## src/logic/reflex_pkg.sv

```systemverilog
package reflex_pkg;

    //////////////////////////////////////////////////
    // widths
    //////////////////////////////////////////////////
    // synaptic currents and drives, integer units
    localparam int CURRENT_W = 32;
    localparam int GAIN_W    = 32;
    localparam int COUNT_W   = 32;
    // host register port
    localparam int WB_ADR_W  = 4;
    localparam int WB_DAT_W  = 32;
    // status leds on the board
    localparam int LED_W     = 8;

    // plain vectors, arithmetic wraps modulo 2^32
    typedef logic [CURRENT_W-1:0] current_t;
    typedef logic [GAIN_W-1:0]    gain_t;
    typedef logic [COUNT_W-1:0]   count_t;
    typedef logic [WB_ADR_W-1:0]  adr_t;
    typedef logic [WB_DAT_W-1:0]  wb_dat_t;
    typedef logic [LED_W-1:0]     led_t;

    //////////////////////////////////////////////////
    // register map
    //////////////////////////////////////////////////
    localparam adr_t ADR_GAIN_SN_MN  = 4'd0;
    localparam adr_t ADR_GAIN_SN_CN  = 4'd1;
    localparam adr_t ADR_GAIN_CN_MN  = 4'd2;
    localparam adr_t ADR_GAIN_CN2_MN = 4'd3;
    localparam adr_t ADR_DRIVE_CN    = 4'd4;
    localparam adr_t ADR_DRIVE_CN2   = 4'd5;

    // unity gain, no cortical drive out of reset
    localparam gain_t    GAIN_RESET  = 32'd1;
    localparam current_t DRIVE_RESET = 32'd0;

    // led bit positions, active low
    localparam int LED_SN  = 0;
    localparam int LED_CN  = 1;
    localparam int LED_CN2 = 2;
    localparam int LED_MN  = 3;

    //////////////////////////////////////////////////
    // bundles
    //////////////////////////////////////////////////
    // wishbone classic, master to slave
    typedef struct packed {
        logic    cyc;
        logic    stb;
        logic    we;
        adr_t    adr;
        wb_dat_t dat;
    } wb_req_t;

    // wishbone classic, slave to master
    typedef struct packed {
        logic    ack;
        wb_dat_t dat;
    } wb_rsp_t;

    typedef struct packed {
        gain_t sn_to_mn;
        gain_t sn_to_cn;
        gain_t cn_to_mn;
        gain_t cn2_to_mn;
    } gain_set_t;

    // motor cortex direct drive
    typedef struct packed {
        current_t cn;
        current_t cn2;
    } cortex_drive_t;

    // unscaled postsynaptic currents
    typedef struct packed {
        current_t sn_to_mn;
        current_t sn_to_cn;
        current_t sn_to_cn2;
        current_t cn_to_mn;
        current_t cn2_to_mn;
    } epsc_set_t;

    typedef struct packed {
        current_t mn;
        current_t cn;
        current_t cn2;
    } drive_t;

    typedef struct packed {
        logic sn;
        logic cn;
        logic cn2;
        logic mn;
    } spike_t;

endpackage

```

## src/logic/spike_monitor.sv

```systemverilog
module spike_monitor (
    input  logic               i_ep50trig,
    input  logic               i_reset_sim,
    input  reflex_pkg::spike_t i_spikes,
    output reflex_pkg::count_t o_sn_count,
    output reflex_pkg::count_t o_mn_count,
    output reflex_pkg::led_t   o_led
);

    import reflex_pkg::*;

    count_t sn_count_q;
    count_t mn_count_q;
    led_t   led_d;
    led_t   led_q;

    // spare leds stay dark
    always_comb
    begin
        led_d          = '1;
        led_d[LED_SN]  = ~i_spikes.sn;
        led_d[LED_CN]  = ~i_spikes.cn;
        led_d[LED_CN2] = ~i_spikes.cn2;
        led_d[LED_MN]  = ~i_spikes.mn;
    end

    //////////////////////////////////////////////////
    // counters and led register
    //////////////////////////////////////////////////
    // one count per cycle with spike high, wraps at 2^32
    always_ff @(posedge i_ep50trig or posedge i_reset_sim)
    begin
        if (i_reset_sim)
        begin
            sn_count_q <= '0;
            mn_count_q <= '0;
            // all leds off
            led_q      <= '1;
        end
        else
        begin
            if (i_spikes.sn)
            begin
                sn_count_q <= sn_count_q + 1'b1;
            end
            if (i_spikes.mn)
            begin
                mn_count_q <= mn_count_q + 1'b1;
            end
            led_q <= led_d;
        end
    end

    assign o_sn_count = sn_count_q;
    assign o_mn_count = mn_count_q;
    assign o_led      = led_q;

endmodule

```

## config.mk

```make
export PLATFORM = sky130hd
export DESIGN_NAME = spike_monitor
export DESIGN_NICKNAME = d
export VERILOG_FILES = /design/src/logic/reflex_pkg.sv /design/src/logic/spike_monitor.sv
export SDC_FILE = /design/constraint.sdc
export NUM_CORES = 1
export LEC_CHECK = 0
export BUFFER_PORTS_ARGS = -buffer_cell sky130_fd_sc_hd__buf_2
export CORE_MARGIN = 3
export CORE_UTILIZATION = 45
export DETAILED_ROUTE_END_ITERATION = 8
export PLACE_DENSITY = 0.75
export SLEW_MARGIN = 20
export SYNTH_ARGS = -nofsm -noshare
export SYNTH_HDL_FRONTEND = slang
export SYNTH_SLANG_ARGS = --single-unit
export TNS_END_PERCENT = 1
```

## constraint.sdc

```tcl
create_clock -name i_ep50trig -period 4.7 [get_ports i_ep50trig]
set_clock_uncertainty 0.1 [all_clocks]
set_input_delay 0.235 -clock i_ep50trig [delete_from_list [all_inputs] [get_ports i_ep50trig]]
set_output_delay 0.235 -clock i_ep50trig [all_outputs]
set_load 0.02 [all_outputs]
```

==> key figures <==
STA
  – Worst Tran Pin Value: 958 ps
  – Setup TNS: 0 ps
  – RSZ-0062 raised after global routing: no
  – Slew headroom: 0.356
  – FMAX: 471 MHz
  – # setup viols final: 0
  – Tmin final: 2120 ps
  – Final hold viol count: 0
  – Period utilization: 0.452
  – Final Slew Violations: 0
  – Final worst slack: 2580 ps

GRT
  – GR Layer Usage met3: 0.0310
  – Grt met2 use: 0.249
  – Pin count of the biggest net entering global routing: 69
  – GRT Util Overall: 0.157
  – Most used routing layer: met2
  – Met1 Track Usage GR: 0.209
  – First-pass GRT wire length: 9.85 mm
  – Vias in the first global route: 2102
  – Initial antenna violation count: 0
  – Total grt overflow: 0

Setup path
  – Critical path type: reg -> reg
  – CP Capture Type: register
  – Critical-path maximum fanout: 11
  – Worst Path Arrival: 2240 ps
  – Startpoint types: register
  – CP cell instances: nand4_2 > nor4_2 > nand4_1 > xnor2_1
  – R2r setup slk: 2580 ps
  – Crit path required time: 4810 ps
  – Slowest-stage cell, CP: nor4_2
  – Slowest stage delay, CP: 880 ps

Finish
  – Fraction of layout cells with a size suffix above 1: 0.304
  – FILL cells: 578
  – FF+latch area: 1710 um^2
  – Area grow syn2layout: 22.3%
  – Multi-input logic area: 1350 um^2
  – Nets: 361
  – Commonest non-fill, non-tap cells in the layout: buf_2, dfrtp_1, xnor2_1
  – Number of diodes: 0
  – Commonest non-fill, non-tap cell in the layout: buf_2

Yosys
  – Syn Std Cell Area: 3150 um^2
  – Synth cell types: 26
  – Register area share after synthesis: 0.542
  – Mapped Cells: 272
  – Yosys warnings: 0
  – Mean Syn Cell Area: 11.6 um^2
  – Synth Register Bits: 68

Detailed routing
  – Pre-antenna DRT Iters: 4
  – DR vias: 2287
  – DRT Wirelength: 6.17 mm
  – 1st-iter DRT viols: 54
  – Drc violations: 0
  – Vias per cell: 5.07
  – Avg WL per Cell: 13.7 um
  – Antenna Nets Post-Route: 0

Power and ir drop
  – Comb pwr share: 0.169
  – Internal: 1.10 mW
  – P per Cell Area: 406 nW/um^2
  – Clock power frac: 0.366
  – Lkg Pwr: 2.01 nW
  – Sw power: 0.464 mW
  – Sw Share: 0.297
  – Sequential share of power: 0.465
  – Worst vdd rail ir drop: 0.310 mV

Placed design
  – Port Buffers: 73
  – DP Worst Slack: 2540 ps
  – Final GP Congestion: 0.804
  – DP HPWL: 4.30 mm

Die
  – DIE WIDTH: 89.7 um
  – Die Ht: 89.7 um
  – # IOs: 78
  – FP Rows: 29
  – Initial Utilization: 0.480
  – Core footprint: 6570 um^2
  – Die Area: 8040 um^2

Min path
  – Worst min-delay path class: in -> reg

Clock network
  – CTS max path bufs: 2
  – CTS tree: yes
  – Setup Buffers After CTS: 0
  – CTS root buffer: clkbuf_8
  – Clock sink count: 68
  – Clock latency at the later pin of the worst-skew pair: 330 ps
  – CTS Buf Count: 9
  – CTS clk-pin slew, worst paths: 70 ps
  – Htree depth: 3

Outcome
  – Outcome: completed

Flow run
  – Max-Cap Viols: 0
critical path, delay by kind of cell, from the launching register on:
kind | cells | cell delay [ps]
simple gates | 3 | 1300
flops | 1 | 420
xor+xnor | 1 | 190
power groups by stage:
stage | Combinational [mW] | Clock (mW) | Sequential [mW]
2_1_floorplan | 0.107 | 0 | 0.801
3_3_place_gp | 0.263 | 0 | 0.732
3_5_place_dp | 0.268 | 0 | 0.738
4_1_cts | 0.270 | 0.586 | 0.727
5_1_grt | 0.290 | 0.610 | 0.742
6_report | 0.265 | 0.572 | 0.727
metal layers:
metal,wire length (um),vias to the layer above
met5,0,-
met2,2880,54
met4,99,0
li1,-,1104
met3,230,8
met1,2960,1121
per-stage QoR:
| step | total power [mW] | area (um^2) | util | std cells | hold slack, ps |
|---|---|---|---|---|---|
| final | 1.56 | 3850 | 0.587 | 451 | 24.0 |
| after global routing | 1.64 | 3850 | 0.587 | 451 | 20.1 |
| after CTS | 1.58 | 3850 | 0.587 | 451 | 3.87 |
| after detailed placement | 1.01 | 3590 | 0.547 | 433 | 249 |
| after global placement | 0.995 | 3590 | 0.547 | 433 | 248 |
| after floorplan | 0.908 | 3160 | - | 275 | 161 |
layout make-up:
type,instances,area share
Sequential cell,68,0.443
Multi-Input combinational cell,186,0.351
Timing Repair Buffer,76,0.102
Clock buffer,9,0.0322
Tap cell,93,0.0302
Clock inverter,7,0.0299
Inverter,12,0.0117
cells in the mapped netlist:
master,instances,area [um^2]
and2_1,5,31.3
and3_1,11,68.8
and4_1,10,87.6
buf_2,1,5.00
buf_4,6,45.0
clkbuf_1,2,7.51
conb_1,1,3.75
dfrtp_1,64,1600
dfstp_2,4,105
ha_1,2,25.0
inv_1,12,45.0
mux2_2,2,22.5
nand2_1,18,67.6
nand3_1,17,85.1
nand4_1,16,100
nand4_2,2,25.0
nand4_4,2,42.5
nor2_1,9,33.8
nor3_1,10,50.1
nor3b_1,2,15.0
nor4_1,5,31.3
nor4_2,7,87.6
nor4b_2,1,15.0
or3_1,1,6.26
xnor2_1,32,280
xor2_1,30,263
flip-flops by register name, indices dropped and copies added, names as in the netlist:
| signal | count |
|---|---|
| o_mn_count | 32 |
| o_sn_count | 32 |
| o_led | 4 |
final timing paths:
kind                                       startpoint                         end  depth (start not counted)
setup / recovery            o_sn_count[2]$_DFFE_PP0P_  o_sn_count[31]$_DFFE_PP0P_                          4
hold / removal                            i_spikes[3]          o_led[0]$_DFF_PP1_                          2
setup reg to reg            o_sn_count[2]$_DFFE_PP0P_  o_sn_count[31]$_DFFE_PP0P_                          4
hold reg to reg            o_mn_count[31]$_DFFE_PP0P_  o_mn_count[31]$_DFFE_PP0P_                          1
max in group asynchronous                 i_reset_sim  o_mn_count[17]$_DFFE_PP0P_                          3
min in group asynchronous                 i_reset_sim   o_sn_count[0]$_DFFE_PP0P_                          3
kinds of logic after synthesis:
logic type | share of synthesized area
adder cells (fa/ha/maj) | 0.00794
flip-flops | 0.542
buffers and inverters | 0.0326
XOR/XNOR | 0.172
other | 0.00119
multiplexers | 0.00715
AND/OR/NAND/NOR | 0.237
what timing repair did:
action | CTS | global route
hold buffers | 2 | 0
gates resized for setup | 0 | 0
hold endpoints to repair | 2 | 0
Power figures use the tool's default switching activity.
