## src/logic/reflex_pkg.sv

```systemverilog
package reflex_pkg;

    //////////////////////////////////////////////////
    // widths
    //////////////////////////////////////////////////
    // synaptic currents and drives, integer units
    localparam int CURRENT_W = 32;
    localparam int GAIN_W    = 32;
    localparam int COUNT_W   = 32;
    // host register port
    localparam int WB_ADR_W  = 4;
    localparam int WB_DAT_W  = 32;
    // status leds on the board
    localparam int LED_W     = 8;

    // plain vectors, arithmetic wraps modulo 2^32
    typedef logic [CURRENT_W-1:0] current_t;
    typedef logic [GAIN_W-1:0]    gain_t;
    typedef logic [COUNT_W-1:0]   count_t;
    typedef logic [WB_ADR_W-1:0]  adr_t;
    typedef logic [WB_DAT_W-1:0]  wb_dat_t;
    typedef logic [LED_W-1:0]     led_t;

    //////////////////////////////////////////////////
    // register map
    //////////////////////////////////////////////////
    localparam adr_t ADR_GAIN_SN_MN  = 4'd0;
    localparam adr_t ADR_GAIN_SN_CN  = 4'd1;
    localparam adr_t ADR_GAIN_CN_MN  = 4'd2;
    localparam adr_t ADR_GAIN_CN2_MN = 4'd3;
    localparam adr_t ADR_DRIVE_CN    = 4'd4;
    localparam adr_t ADR_DRIVE_CN2   = 4'd5;

    // unity gain, no cortical drive out of reset
    localparam gain_t    GAIN_RESET  = 32'd1;
    localparam current_t DRIVE_RESET = 32'd0;

    // led bit positions, active low
    localparam int LED_SN  = 0;
    localparam int LED_CN  = 1;
    localparam int LED_CN2 = 2;
    localparam int LED_MN  = 3;

    //////////////////////////////////////////////////
    // bundles
    //////////////////////////////////////////////////
    // wishbone classic, master to slave
    typedef struct packed {
        logic    cyc;
        logic    stb;
        logic    we;
        adr_t    adr;
        wb_dat_t dat;
    } wb_req_t;

    // wishbone classic, slave to master
    typedef struct packed {
        logic    ack;
        wb_dat_t dat;
    } wb_rsp_t;

    typedef struct packed {
        gain_t sn_to_mn;
        gain_t sn_to_cn;
        gain_t cn_to_mn;
        gain_t cn2_to_mn;
    } gain_set_t;

    // motor cortex direct drive
    typedef struct packed {
        current_t cn;
        current_t cn2;
    } cortex_drive_t;

    // unscaled postsynaptic currents
    typedef struct packed {
        current_t sn_to_mn;
        current_t sn_to_cn;
        current_t sn_to_cn2;
        current_t cn_to_mn;
        current_t cn2_to_mn;
    } epsc_set_t;

    typedef struct packed {
        current_t mn;
        current_t cn;
        current_t cn2;
    } drive_t;

    typedef struct packed {
        logic sn;
        logic cn;
        logic cn2;
        logic mn;
    } spike_t;

endpackage

```

## src/logic/param_bank.sv

```systemverilog
module param_bank (
    input  logic                      i_ep50trig,
    input  logic                      i_reset_sim,
    input  reflex_pkg::wb_req_t       i_wb,
    output reflex_pkg::wb_rsp_t       o_wb,
    output reflex_pkg::gain_set_t     o_gains,
    output reflex_pkg::cortex_drive_t o_cortex
);

    import reflex_pkg::*;

    // cycle pending while cyc and stb both high
    logic          pending;
    // accept on first pending edge with ack low
    logic          accept;
    logic          ack_q;
    wb_dat_t       rd_dat;
    gain_set_t     gains_q;
    cortex_drive_t cortex_q;

    //////////////////////////////////////////////////
    // handshake
    //////////////////////////////////////////////////
    assign pending = i_wb.cyc & i_wb.stb;
    assign accept  = pending & ~ack_q;

    // ack is a single pulse, one cycle after accept
    // master must drop stb before the next one
    always_ff @(posedge i_ep50trig or posedge i_reset_sim)
    begin
        if (i_reset_sim)
        begin
            ack_q <= 1'b0;
        end
        else
        begin
            ack_q <= accept;
        end
    end

    //////////////////////////////////////////////////
    // parameter registers
    //////////////////////////////////////////////////
    // write lands on the ack edge
    // unmapped addresses dropped silently
    always_ff @(posedge i_ep50trig or posedge i_reset_sim)
    begin
        if (i_reset_sim)
        begin
            gains_q.sn_to_mn  <= GAIN_RESET;
            gains_q.sn_to_cn  <= GAIN_RESET;
            gains_q.cn_to_mn  <= GAIN_RESET;
            gains_q.cn2_to_mn <= GAIN_RESET;
            cortex_q.cn       <= DRIVE_RESET;
            cortex_q.cn2      <= DRIVE_RESET;
        end
        else if (accept && i_wb.we)
        begin
            case (i_wb.adr)
                ADR_GAIN_SN_MN:  gains_q.sn_to_mn  <= i_wb.dat;
                ADR_GAIN_SN_CN:  gains_q.sn_to_cn  <= i_wb.dat;
                ADR_GAIN_CN_MN:  gains_q.cn_to_mn  <= i_wb.dat;
                ADR_GAIN_CN2_MN: gains_q.cn2_to_mn <= i_wb.dat;
                ADR_DRIVE_CN:    cortex_q.cn       <= i_wb.dat;
                ADR_DRIVE_CN2:   cortex_q.cn2      <= i_wb.dat;
                default:         ;
            endcase
        end
    end

    //////////////////////////////////////////////////
    // read back
    //////////////////////////////////////////////////
    // master holds adr through the ack cycle
    always_comb
    begin
        case (i_wb.adr)
            ADR_GAIN_SN_MN:  rd_dat = gains_q.sn_to_mn;
            ADR_GAIN_SN_CN:  rd_dat = gains_q.sn_to_cn;
            ADR_GAIN_CN_MN:  rd_dat = gains_q.cn_to_mn;
            ADR_GAIN_CN2_MN: rd_dat = gains_q.cn2_to_mn;
            ADR_DRIVE_CN:    rd_dat = cortex_q.cn;
            ADR_DRIVE_CN2:   rd_dat = cortex_q.cn2;
            // holes in the map read as zero
            default:         rd_dat = '0;
        endcase
    end

    // data bus quiet outside the ack cycle
    always_comb
    begin
        o_wb.ack = ack_q;
        o_wb.dat = ack_q ? rd_dat : '0;
    end

    assign o_gains  = gains_q;
    assign o_cortex = cortex_q;

endmodule

```

## config.mk

```make
export PLATFORM = sky130hd
export DESIGN_NAME = param_bank
export DESIGN_NICKNAME = d
export VERILOG_FILES = /design/src/logic/reflex_pkg.sv /design/src/logic/param_bank.sv
export SDC_FILE = /design/constraint.sdc
export NUM_CORES = 1
export LEC_CHECK = 0
export BUFFER_PORTS_ARGS = -buffer_cell sky130_fd_sc_hd__buf_2
export CAP_MARGIN = 20
export CORE_MARGIN = 3
export CORE_UTILIZATION = 35
export CTS_CLUSTER_SIZE = 40
export DETAILED_ROUTE_END_ITERATION = 8
export GPL_TIMING_DRIVEN = 0
export HOLD_SLACK_MARGIN = 0.05
export SYNTH_ARGS = -nofsm -noshare
export SYNTH_HDL_FRONTEND = slang
export SYNTH_SLANG_ARGS = --single-unit
```

## constraint.sdc

```tcl
create_clock -name i_ep50trig -period 10.21 [get_ports i_ep50trig]
set_input_delay 1.021 -clock i_ep50trig [delete_from_list [all_inputs] [get_ports i_ep50trig]]
set_output_delay 1.021 -clock i_ep50trig [all_outputs]
set_load 0.02 [all_outputs]
```

==> flow_summary.json, run 1 <==
{
  "pin_count_of_the_biggest_net_entering_global_routing": 100,
  "root_buffer": "sky130_fd_sc_hd__clkbuf_16",
  "grt_first_pass_wirelength_um": 43100,
  "grt_antenna_before_repair": 0,
  "slew_violations": 0,
  "synth.net_count": 679,
  "avgRoutedWirePerCell_um": 22.4,
  "placement.setup.worst_slack_ps": 5980,
  "worst_ep_required_time_ps": 9190,
  "die_y_um": 166,
  "timing.critical_path.buf_inv": 4,
  "max-cap-violations": 0,
  "timing.setup.tns_ps": 0,
  "chipWidth_um": 166,
  "endpoint_kind": "output port",
  "part_of_the_yosys_area_used_for_sequential_elements_pct": 54.2,
  "ctsHtreeMaxLevel": 4,
  "cts_sinks": 193,
  "period_minus_slack_ps": 4220,
  "max_freq_mhz": 237,
  "clk-insertion-delay-late_ps": 430,
  "met2RoutedLength_um": 13200,
  "num_vias": 6485,
  "effective_utilization_at_floorplan_pct": 36.2,
  "grt_setup_unrepaired": "false",
  "critical_path.slowest_cell": "sky130_fd_sc_hd__nor3_1",
  "remaining_drcs": 0,
  "final_cell_area_mm2": 0.0113,
  "timing.critical_path.slowest_cell_delay_ps": 650,
  "final_layout_size_suffix_gt1_share_pct": 66.2,
  "comb_power_share_pct": 21.3,
  "top_layer": "met4",
  "ant_nets": 0,
  "swShare_pct": 31.9,
  "post-route-worst-setup-slack_ps": 5990,
  "slew_headroom_pct": 37.7,
  "nNetsFinal": 963,
  "routed_via_density": 5.16,
  "post_synth_most_frequent_cells": "sky130_fd_sc_hd__mux2_2 (285), sky130_fd_sc_hd__dfrtp_1 (189), sky130_fd_sc_hd__nand2_1 (34), sky130_fd_sc_hd__a21oi_1 (32), sky130_fd_sc_hd__a22oi_1 (32)",
  "finalSetupViolations": 0,
  "fillCellCount": 2379,
  "synthArstFlopShare_pct": 100,
  "outcome": "complete, no violations",
  "critical_path_peak_fanout": 10,
  "crit_path_cell_trace": "buf_2, buf_2, nor3_1, clkbuf_1, a22oi_1, a21oi_1, buf_2",
  "post-layout-total-power_mw": 2.03,
  "io_buffer_count": 264,
  "wl_met3_um": 1710,
  "cts-hold-fix-buffers": 0,
  "yosys_warnings": 0,
  "count_of_mapped_cells_out_of_synthesis": 638,
  "netSwitchingPower_mw": 0.648,
  "timing_worst_setup_path_type": "input pin to output port",
  "synth_largest_type_area_fraction_pct": 53.0,
  "post_cts_resize_count": 0,
  "synth-edff-count": 0,
  "timing.final.crit_share_pct": 41.4,
  "core_region_area_mm2": 0.0247,
  "cts_tree": "built",
  "area_growth_syn_to_layout_pct": 26.1,
  "grt-ovfl-total": 0,
  "tritoncts.num_buffers": 17,
  "drt_first_iter_violations": 349,
  "sequentialPowerShare_pct": 45.5,
  "hold_viol": 0,
  "holdCritPathClass": "register to register",
  "yosysUniqueCellTypes": 23,
  "clkTransAtPathRegs_ps": 80,
  "number_of_global_route_vias_before_repair": 6674,
  "power.clock.fraction_pct": 33.2,
  "power.density_cell_area_mw_per_mm2": 180,
  "cts_buffer_depth": 2,
  "antenna-diode-count": 0,
  "finalWeightedCongestion": 0.779,
  "postSynthAreaPerCell_um2": 14.0,
  "timing.critical_path.mode_cell": "sky130_fd_sc_hd__buf_2",
  "detailed_place.area_mm2": 0.0107,
  "drt_pre_antenna_iters": 4,
  "cellLeakagePower_nw": 5.94,
  "detail_route.wirelength_um": 28100,
  "dp_hpwl_um": 19300,
  "syn_area_mm2": 0.00892,
  "io-pin-count": 266,
  "critPathLaunchType": "input pin",
  "cts_setup_buffers": 0,
  "ir_drop_mv": 0.0739,
  "critical_path.top_delay_family": "buffers and inverters",
  "yosysMostFrequentCell": "sky130_fd_sc_hd__mux2_2",
  "grt.total_usage_pct": 20.2,
  "ys_dominant_reg_cell": "sky130_fd_sc_hd__dfrtp_1",
  "synth-seq-cells": 193,
  "num_rows": 57,
  "yosysTopAreaCell": "sky130_fd_sc_hd__dfrtp_1",
  "max_slew.worst_pin.slew_ps": 935,
  "internal_power_mw": 1.38,
  "critPathArrivalTime_ps": 3200,
  "met1Wirelength_um": 12800,
  "final.hold.worst_slack_ps": 516,
  "die_area_mm2": 0.0275,
  "final.setup_skew_ps": 11.5,
  "netlist_top_cells_area": "sky130_fd_sc_hd__dfrtp_1 (53%), sky130_fd_sc_hd__mux2_2 (36%), sky130_fd_sc_hd__a22oi_1 (2.7%), sky130_fd_sc_hd__a21oi_1 (1.8%), sky130_fd_sc_hd__nand2_1 (1.4%)"
}
flip-flops by register name, summed over array words and instances (netlist names):
signal	flops
o_cortex	64
o_gains	128
ack_q	1
power by group through the flow:
stage	Sequential [mW]	Combinational [mW]	Clock [mW]
final	0.924	0.433	0.674
after global routing	0.938	0.463	0.723
after CTS	0.924	0.438	0.688
after detailed placement	0.939	0.437	0
after global placement	0.936	0.431	0
after floorplan	1.04	0.161	0
final cells by class:
cell class / instances / area (um2) / area share [%]
sequential: 193 / 4830 / 43.0
multi-input combinational: 399 / 3870 / 34.4
timing repair buffer: 265 / 1350 / 12.0
buffer: 45 / 216 / 1.92
clock inverter: 14 / 143 / 1.27
inverter: 1 / 11.3 / 0.100
tap: 324 / 405 / 3.60
clock buffer: 17 / 425 / 3.78
per-stage QoR:
step | cells | utilization, %
after floorplan | 638 | -
after global placement | 1226 | 43.2
after detailed placement | 1227 | 43.3
after CTS | 1258 | 45.6
after global routing | 1258 | 45.6
final | 1258 | 45.6
placed cells by master (no fill, tap or decap), types with 2 or more instances in the layout:
master / n
sky130_fd_sc_hd__nor2_1: 2
sky130_fd_sc_hd__buf_2: 289
sky130_fd_sc_hd__nand2_1: 34
sky130_fd_sc_hd__mux2_2: 285
sky130_fd_sc_hd__nand4b_1: 2
sky130_fd_sc_hd__inv_6: 5
sky130_fd_sc_hd__clkinv_4: 2
sky130_fd_sc_hd__clkinv_2: 2
sky130_fd_sc_hd__a22oi_1: 32
sky130_fd_sc_hd__mux2_1: 3
sky130_fd_sc_hd__nand3b_1: 2
sky130_fd_sc_hd__dfrtp_1: 189
sky130_fd_sc_hd__clkbuf_16: 17
sky130_fd_sc_hd__a21oi_1: 32
sky130_fd_sc_hd__dfstp_2: 4
sky130_fd_sc_hd__clkbuf_1: 14
sky130_fd_sc_hd__inv_8: 4
sky130_fd_sc_hd__buf_4: 4
worst reg2reg max path: stages, from the launching register on:
cell and delay, ps:
sky130_fd_sc_hd__dfrtp_1 430, sky130_fd_sc_hd__and4b_1 320, sky130_fd_sc_hd__buf_2 170, sky130_fd_sc_hd__and4bb_2 220, sky130_fd_sc_hd__clkbuf_2 170, sky130_fd_sc_hd__buf_4 260, sky130_fd_sc_hd__mux2_2 370
final timing paths:
check,start,slack [ps],end,cells after the start
worst max-delay path,i_wb[32],5990,o_wb[26],7
worst min-delay path,ack_q,520,ack_q,1
worst max register to register,ack_q,8140,o_gains[112],6
worst min register to register,ack_q,520,ack_q,1
max in group asynchronous,i_reset_sim,8610,o_gains[49],3
min in group asynchronous,i_reset_sim,680,o_gains[119],2
kinds of logic after synthesis:
group,synth area share (%)
AO/OA/AOI/OAI,4.49
flip-flops,54.2
multiplexers,36.3
AND/OR/NAND/NOR,2.54
buffers and inverters,2.47
metal layers:
metal,up-vias,track usage (%)
li1,2905,-
met2,223,32.6
met3,27,5.15
met1,3330,27.4
met5,-,0
met4,0,5.32
Power figures use the tool's default switching activity.
==> run 2, diff against run 1 <==
==> constraint.sdc (replaced) <==
create_clock -name i_ep50trig -period 3.5 [get_ports i_ep50trig]
set_input_delay 0.35 -clock i_ep50trig [delete_from_list [all_inputs] [get_ports i_ep50trig]]
set_output_delay 0.35 -clock i_ep50trig [all_outputs]
set_load 0.02 [all_outputs]
==> flow_summary.json, run 2 (synthesis results as in run 1) <==
{
  "ant_nets": 0,
  "nNetsFinal": 968,
  "root_buffer": "sky130_fd_sc_hd__clkbuf_16",
  "antenna-diode-count": 0,
  "timing_worst_setup_path_type": "input pin to output port",
  "remaining_drcs": 0,
  "final.setup_skew_ps": 9.31,
  "critical_path_peak_fanout": 10,
  "sequentialPowerShare_pct": 46.1,
  "critPathArrivalTime_ps": 2500,
  "die_area_mm2": 0.0275,
  "slew_violations": 0,
  "routed_via_density": 5.14,
  "met3_resource_use_gr_pct": 4.58,
  "num_vias": 6488,
  "outcome": "complete, no violations",
  "ctsHtreeMaxLevel": 4,
  "multi_input_logic_area_mm2": 0.00387,
  "power.clock.fraction_pct": 32.3,
  "netSwitchingPower_mw": 1.87,
  "worst_ep_required_time_ps": 3150,
  "io-pin-count": 266,
  "grt.total_usage_pct": 20.1,
  "globalRouteMet1Util_pct": 27.5,
  "grt-ovfl-total": 0,
  "holdCritPathClass": "input pin to register",
  "tritoncts.num_buffers": 17,
  "area_growth_syn_to_layout_pct": 26.9,
  "avgRoutedWirePerCell_um": 22.0,
  "grt_first_pass_wirelength_um": 43100,
  "grt_antenna_before_repair": 1,
  "drt_first_iter_violations": 301,
  "cts-hold-fix-buffers": 1,
  "area.sequential_mm2": 0.00483,
  "chipWidth_um": 166,
  "endpoint_kind": "output port",
  "power.density_cell_area_mw_per_mm2": 518,
  "hold_viol": 0,
  "number_of_global_route_vias_before_repair": 6745,
  "dp_hpwl_um": 19500,
  "max_freq_mhz": 351,
  "final_layout_size_suffix_gt1_share_pct": 66.2,
  "ir_drop_mv": 0.305,
  "max-cap-violations": 0,
  "final.hold.worst_slack_ps": 140,
  "core_region_area_mm2": 0.0247,
  "layout.cells.most_common": "sky130_fd_sc_hd__buf_2",
  "clk-insertion-delay-late_ps": 420,
  "cellLeakagePower_nw": 5.97,
  "drt_pre_antenna_iters": 4,
  "cts_setup_buffers": 0,
  "finalWeightedCongestion": 0.760,
  "cts_sinks": 193,
  "io_buffer_count": 264,
  "grt_setup_unrepaired": "false",
  "layout.cells.most_common_list": "sky130_fd_sc_hd__buf_2 (289), sky130_fd_sc_hd__mux2_2 (285), sky130_fd_sc_hd__dfrtp_1 (189)",
  "clkTransAtPathRegs_ps": 80,
  "comb_power_share_pct": 21.6,
  "max_slew.worst_pin.slew_ps": 847,
  "layer_with_the_highest_usage": "met2",
  "detail_route.wirelength_um": 27800,
  "finalSetupViolations": 0,
  "critPathLaunchType": "input pin",
  "timing.final.crit_share_pct": 81.3,
  "slew_headroom_pct": 43.5,
  "post_cts_resize_count": 0,
  "period_minus_slack_ps": 2850,
  "effective_utilization_at_floorplan_pct": 36.2,
  "fin_util_pct": 45.9,
  "global_route.usage.met2_pct": 33.0,
  "cts_buffer_depth": 2,
  "internal_power_mw": 3.99,
  "pin_count_of_the_biggest_net_entering_global_routing": 42,
  "timing.critical_path.mode_cell": "sky130_fd_sc_hd__buf_2",
  "cts_tree": "built",
  "num_rows": 57,
  "swShare_pct": 31.9,
  "fillCellCount": 2371,
  "max_reg_flops": 128,
  "critical_path.slowest_cell": "sky130_fd_sc_hd__clkbuf_1",
  "die_y_um": 166,
  "timing.critical_path.slowest_cell_delay_ps": 670,
  "crit_path_cell_trace": "buf_2, buf_2, nor3_1, clkbuf_1, a22oi_1, a21oi_1, buf_2"
}
run 2: final cells by class:
type / instances / area share [%]
repair buffers: 270 / 12.6
multi-input cells: 399 / 34.2
flip-flops and latches: 193 / 42.7
inverters: 1 / 0.0663
well taps: 324 / 3.58
plain buffers: 45 / 1.91
clock inverters: 13 / 1.06
clock buffers: 18 / 3.88
run 2: critical path, delay by kind of cell:
kind / cells / cell delay, ps
buffers and inverters: 4 / 1170
AO/OA/AOI/OAI: 2 / 370
AND/OR/NAND/NOR: 1 / 580
run 2: per-layer routing:
metal	share of wire, %	vias up	wire length, um
li1	-	2909	-
met1	45	3355	12500
met2	48	204	13400
met3	5.6	18	1560
met4	1.1	2	294
met5	0.047	-	13
run 2: final timing paths:
check                                 start            to  slack (ps)  depth (start not counted)
worst max-delay path               i_wb[32]      o_wb[20]         650                          7
worst min-delay path               i_wb[37]         ack_q         140                          3
worst max register to register        ack_q  o_gains[112]        1430                          6
worst min register to register  o_gains[50]   o_gains[50]         520                          1
max in group asynchronous       i_reset_sim  o_cortex[48]        2150                          5
min in group asynchronous       i_reset_sim  o_cortex[33]         500                          3
run 2: power groups by stage:
stage	clock [mW]	combinational, mW	sequential [mW]
floorplan	0	0.470	3.03
global placement	0	1.25	2.74
CTS	1.94	1.28	2.70
detailed placement	0	1.28	2.74
finish	1.89	1.27	2.70
global route	2.04	1.35	2.74
run 2: metrics by stage:
stage,TNS (ps),cells,setup slack (ps),power (mW),area (um2)
after floorplan,0,638,663,3.50,8930
after global placement,-125250,1226,-681,3.99,10700
after detailed placement,0,1231,547,4.02,10800
after CTS,0,1263,540,5.93,11300
after global routing,0,1263,478,6.13,11300
final,0,1263,654,5.86,11300
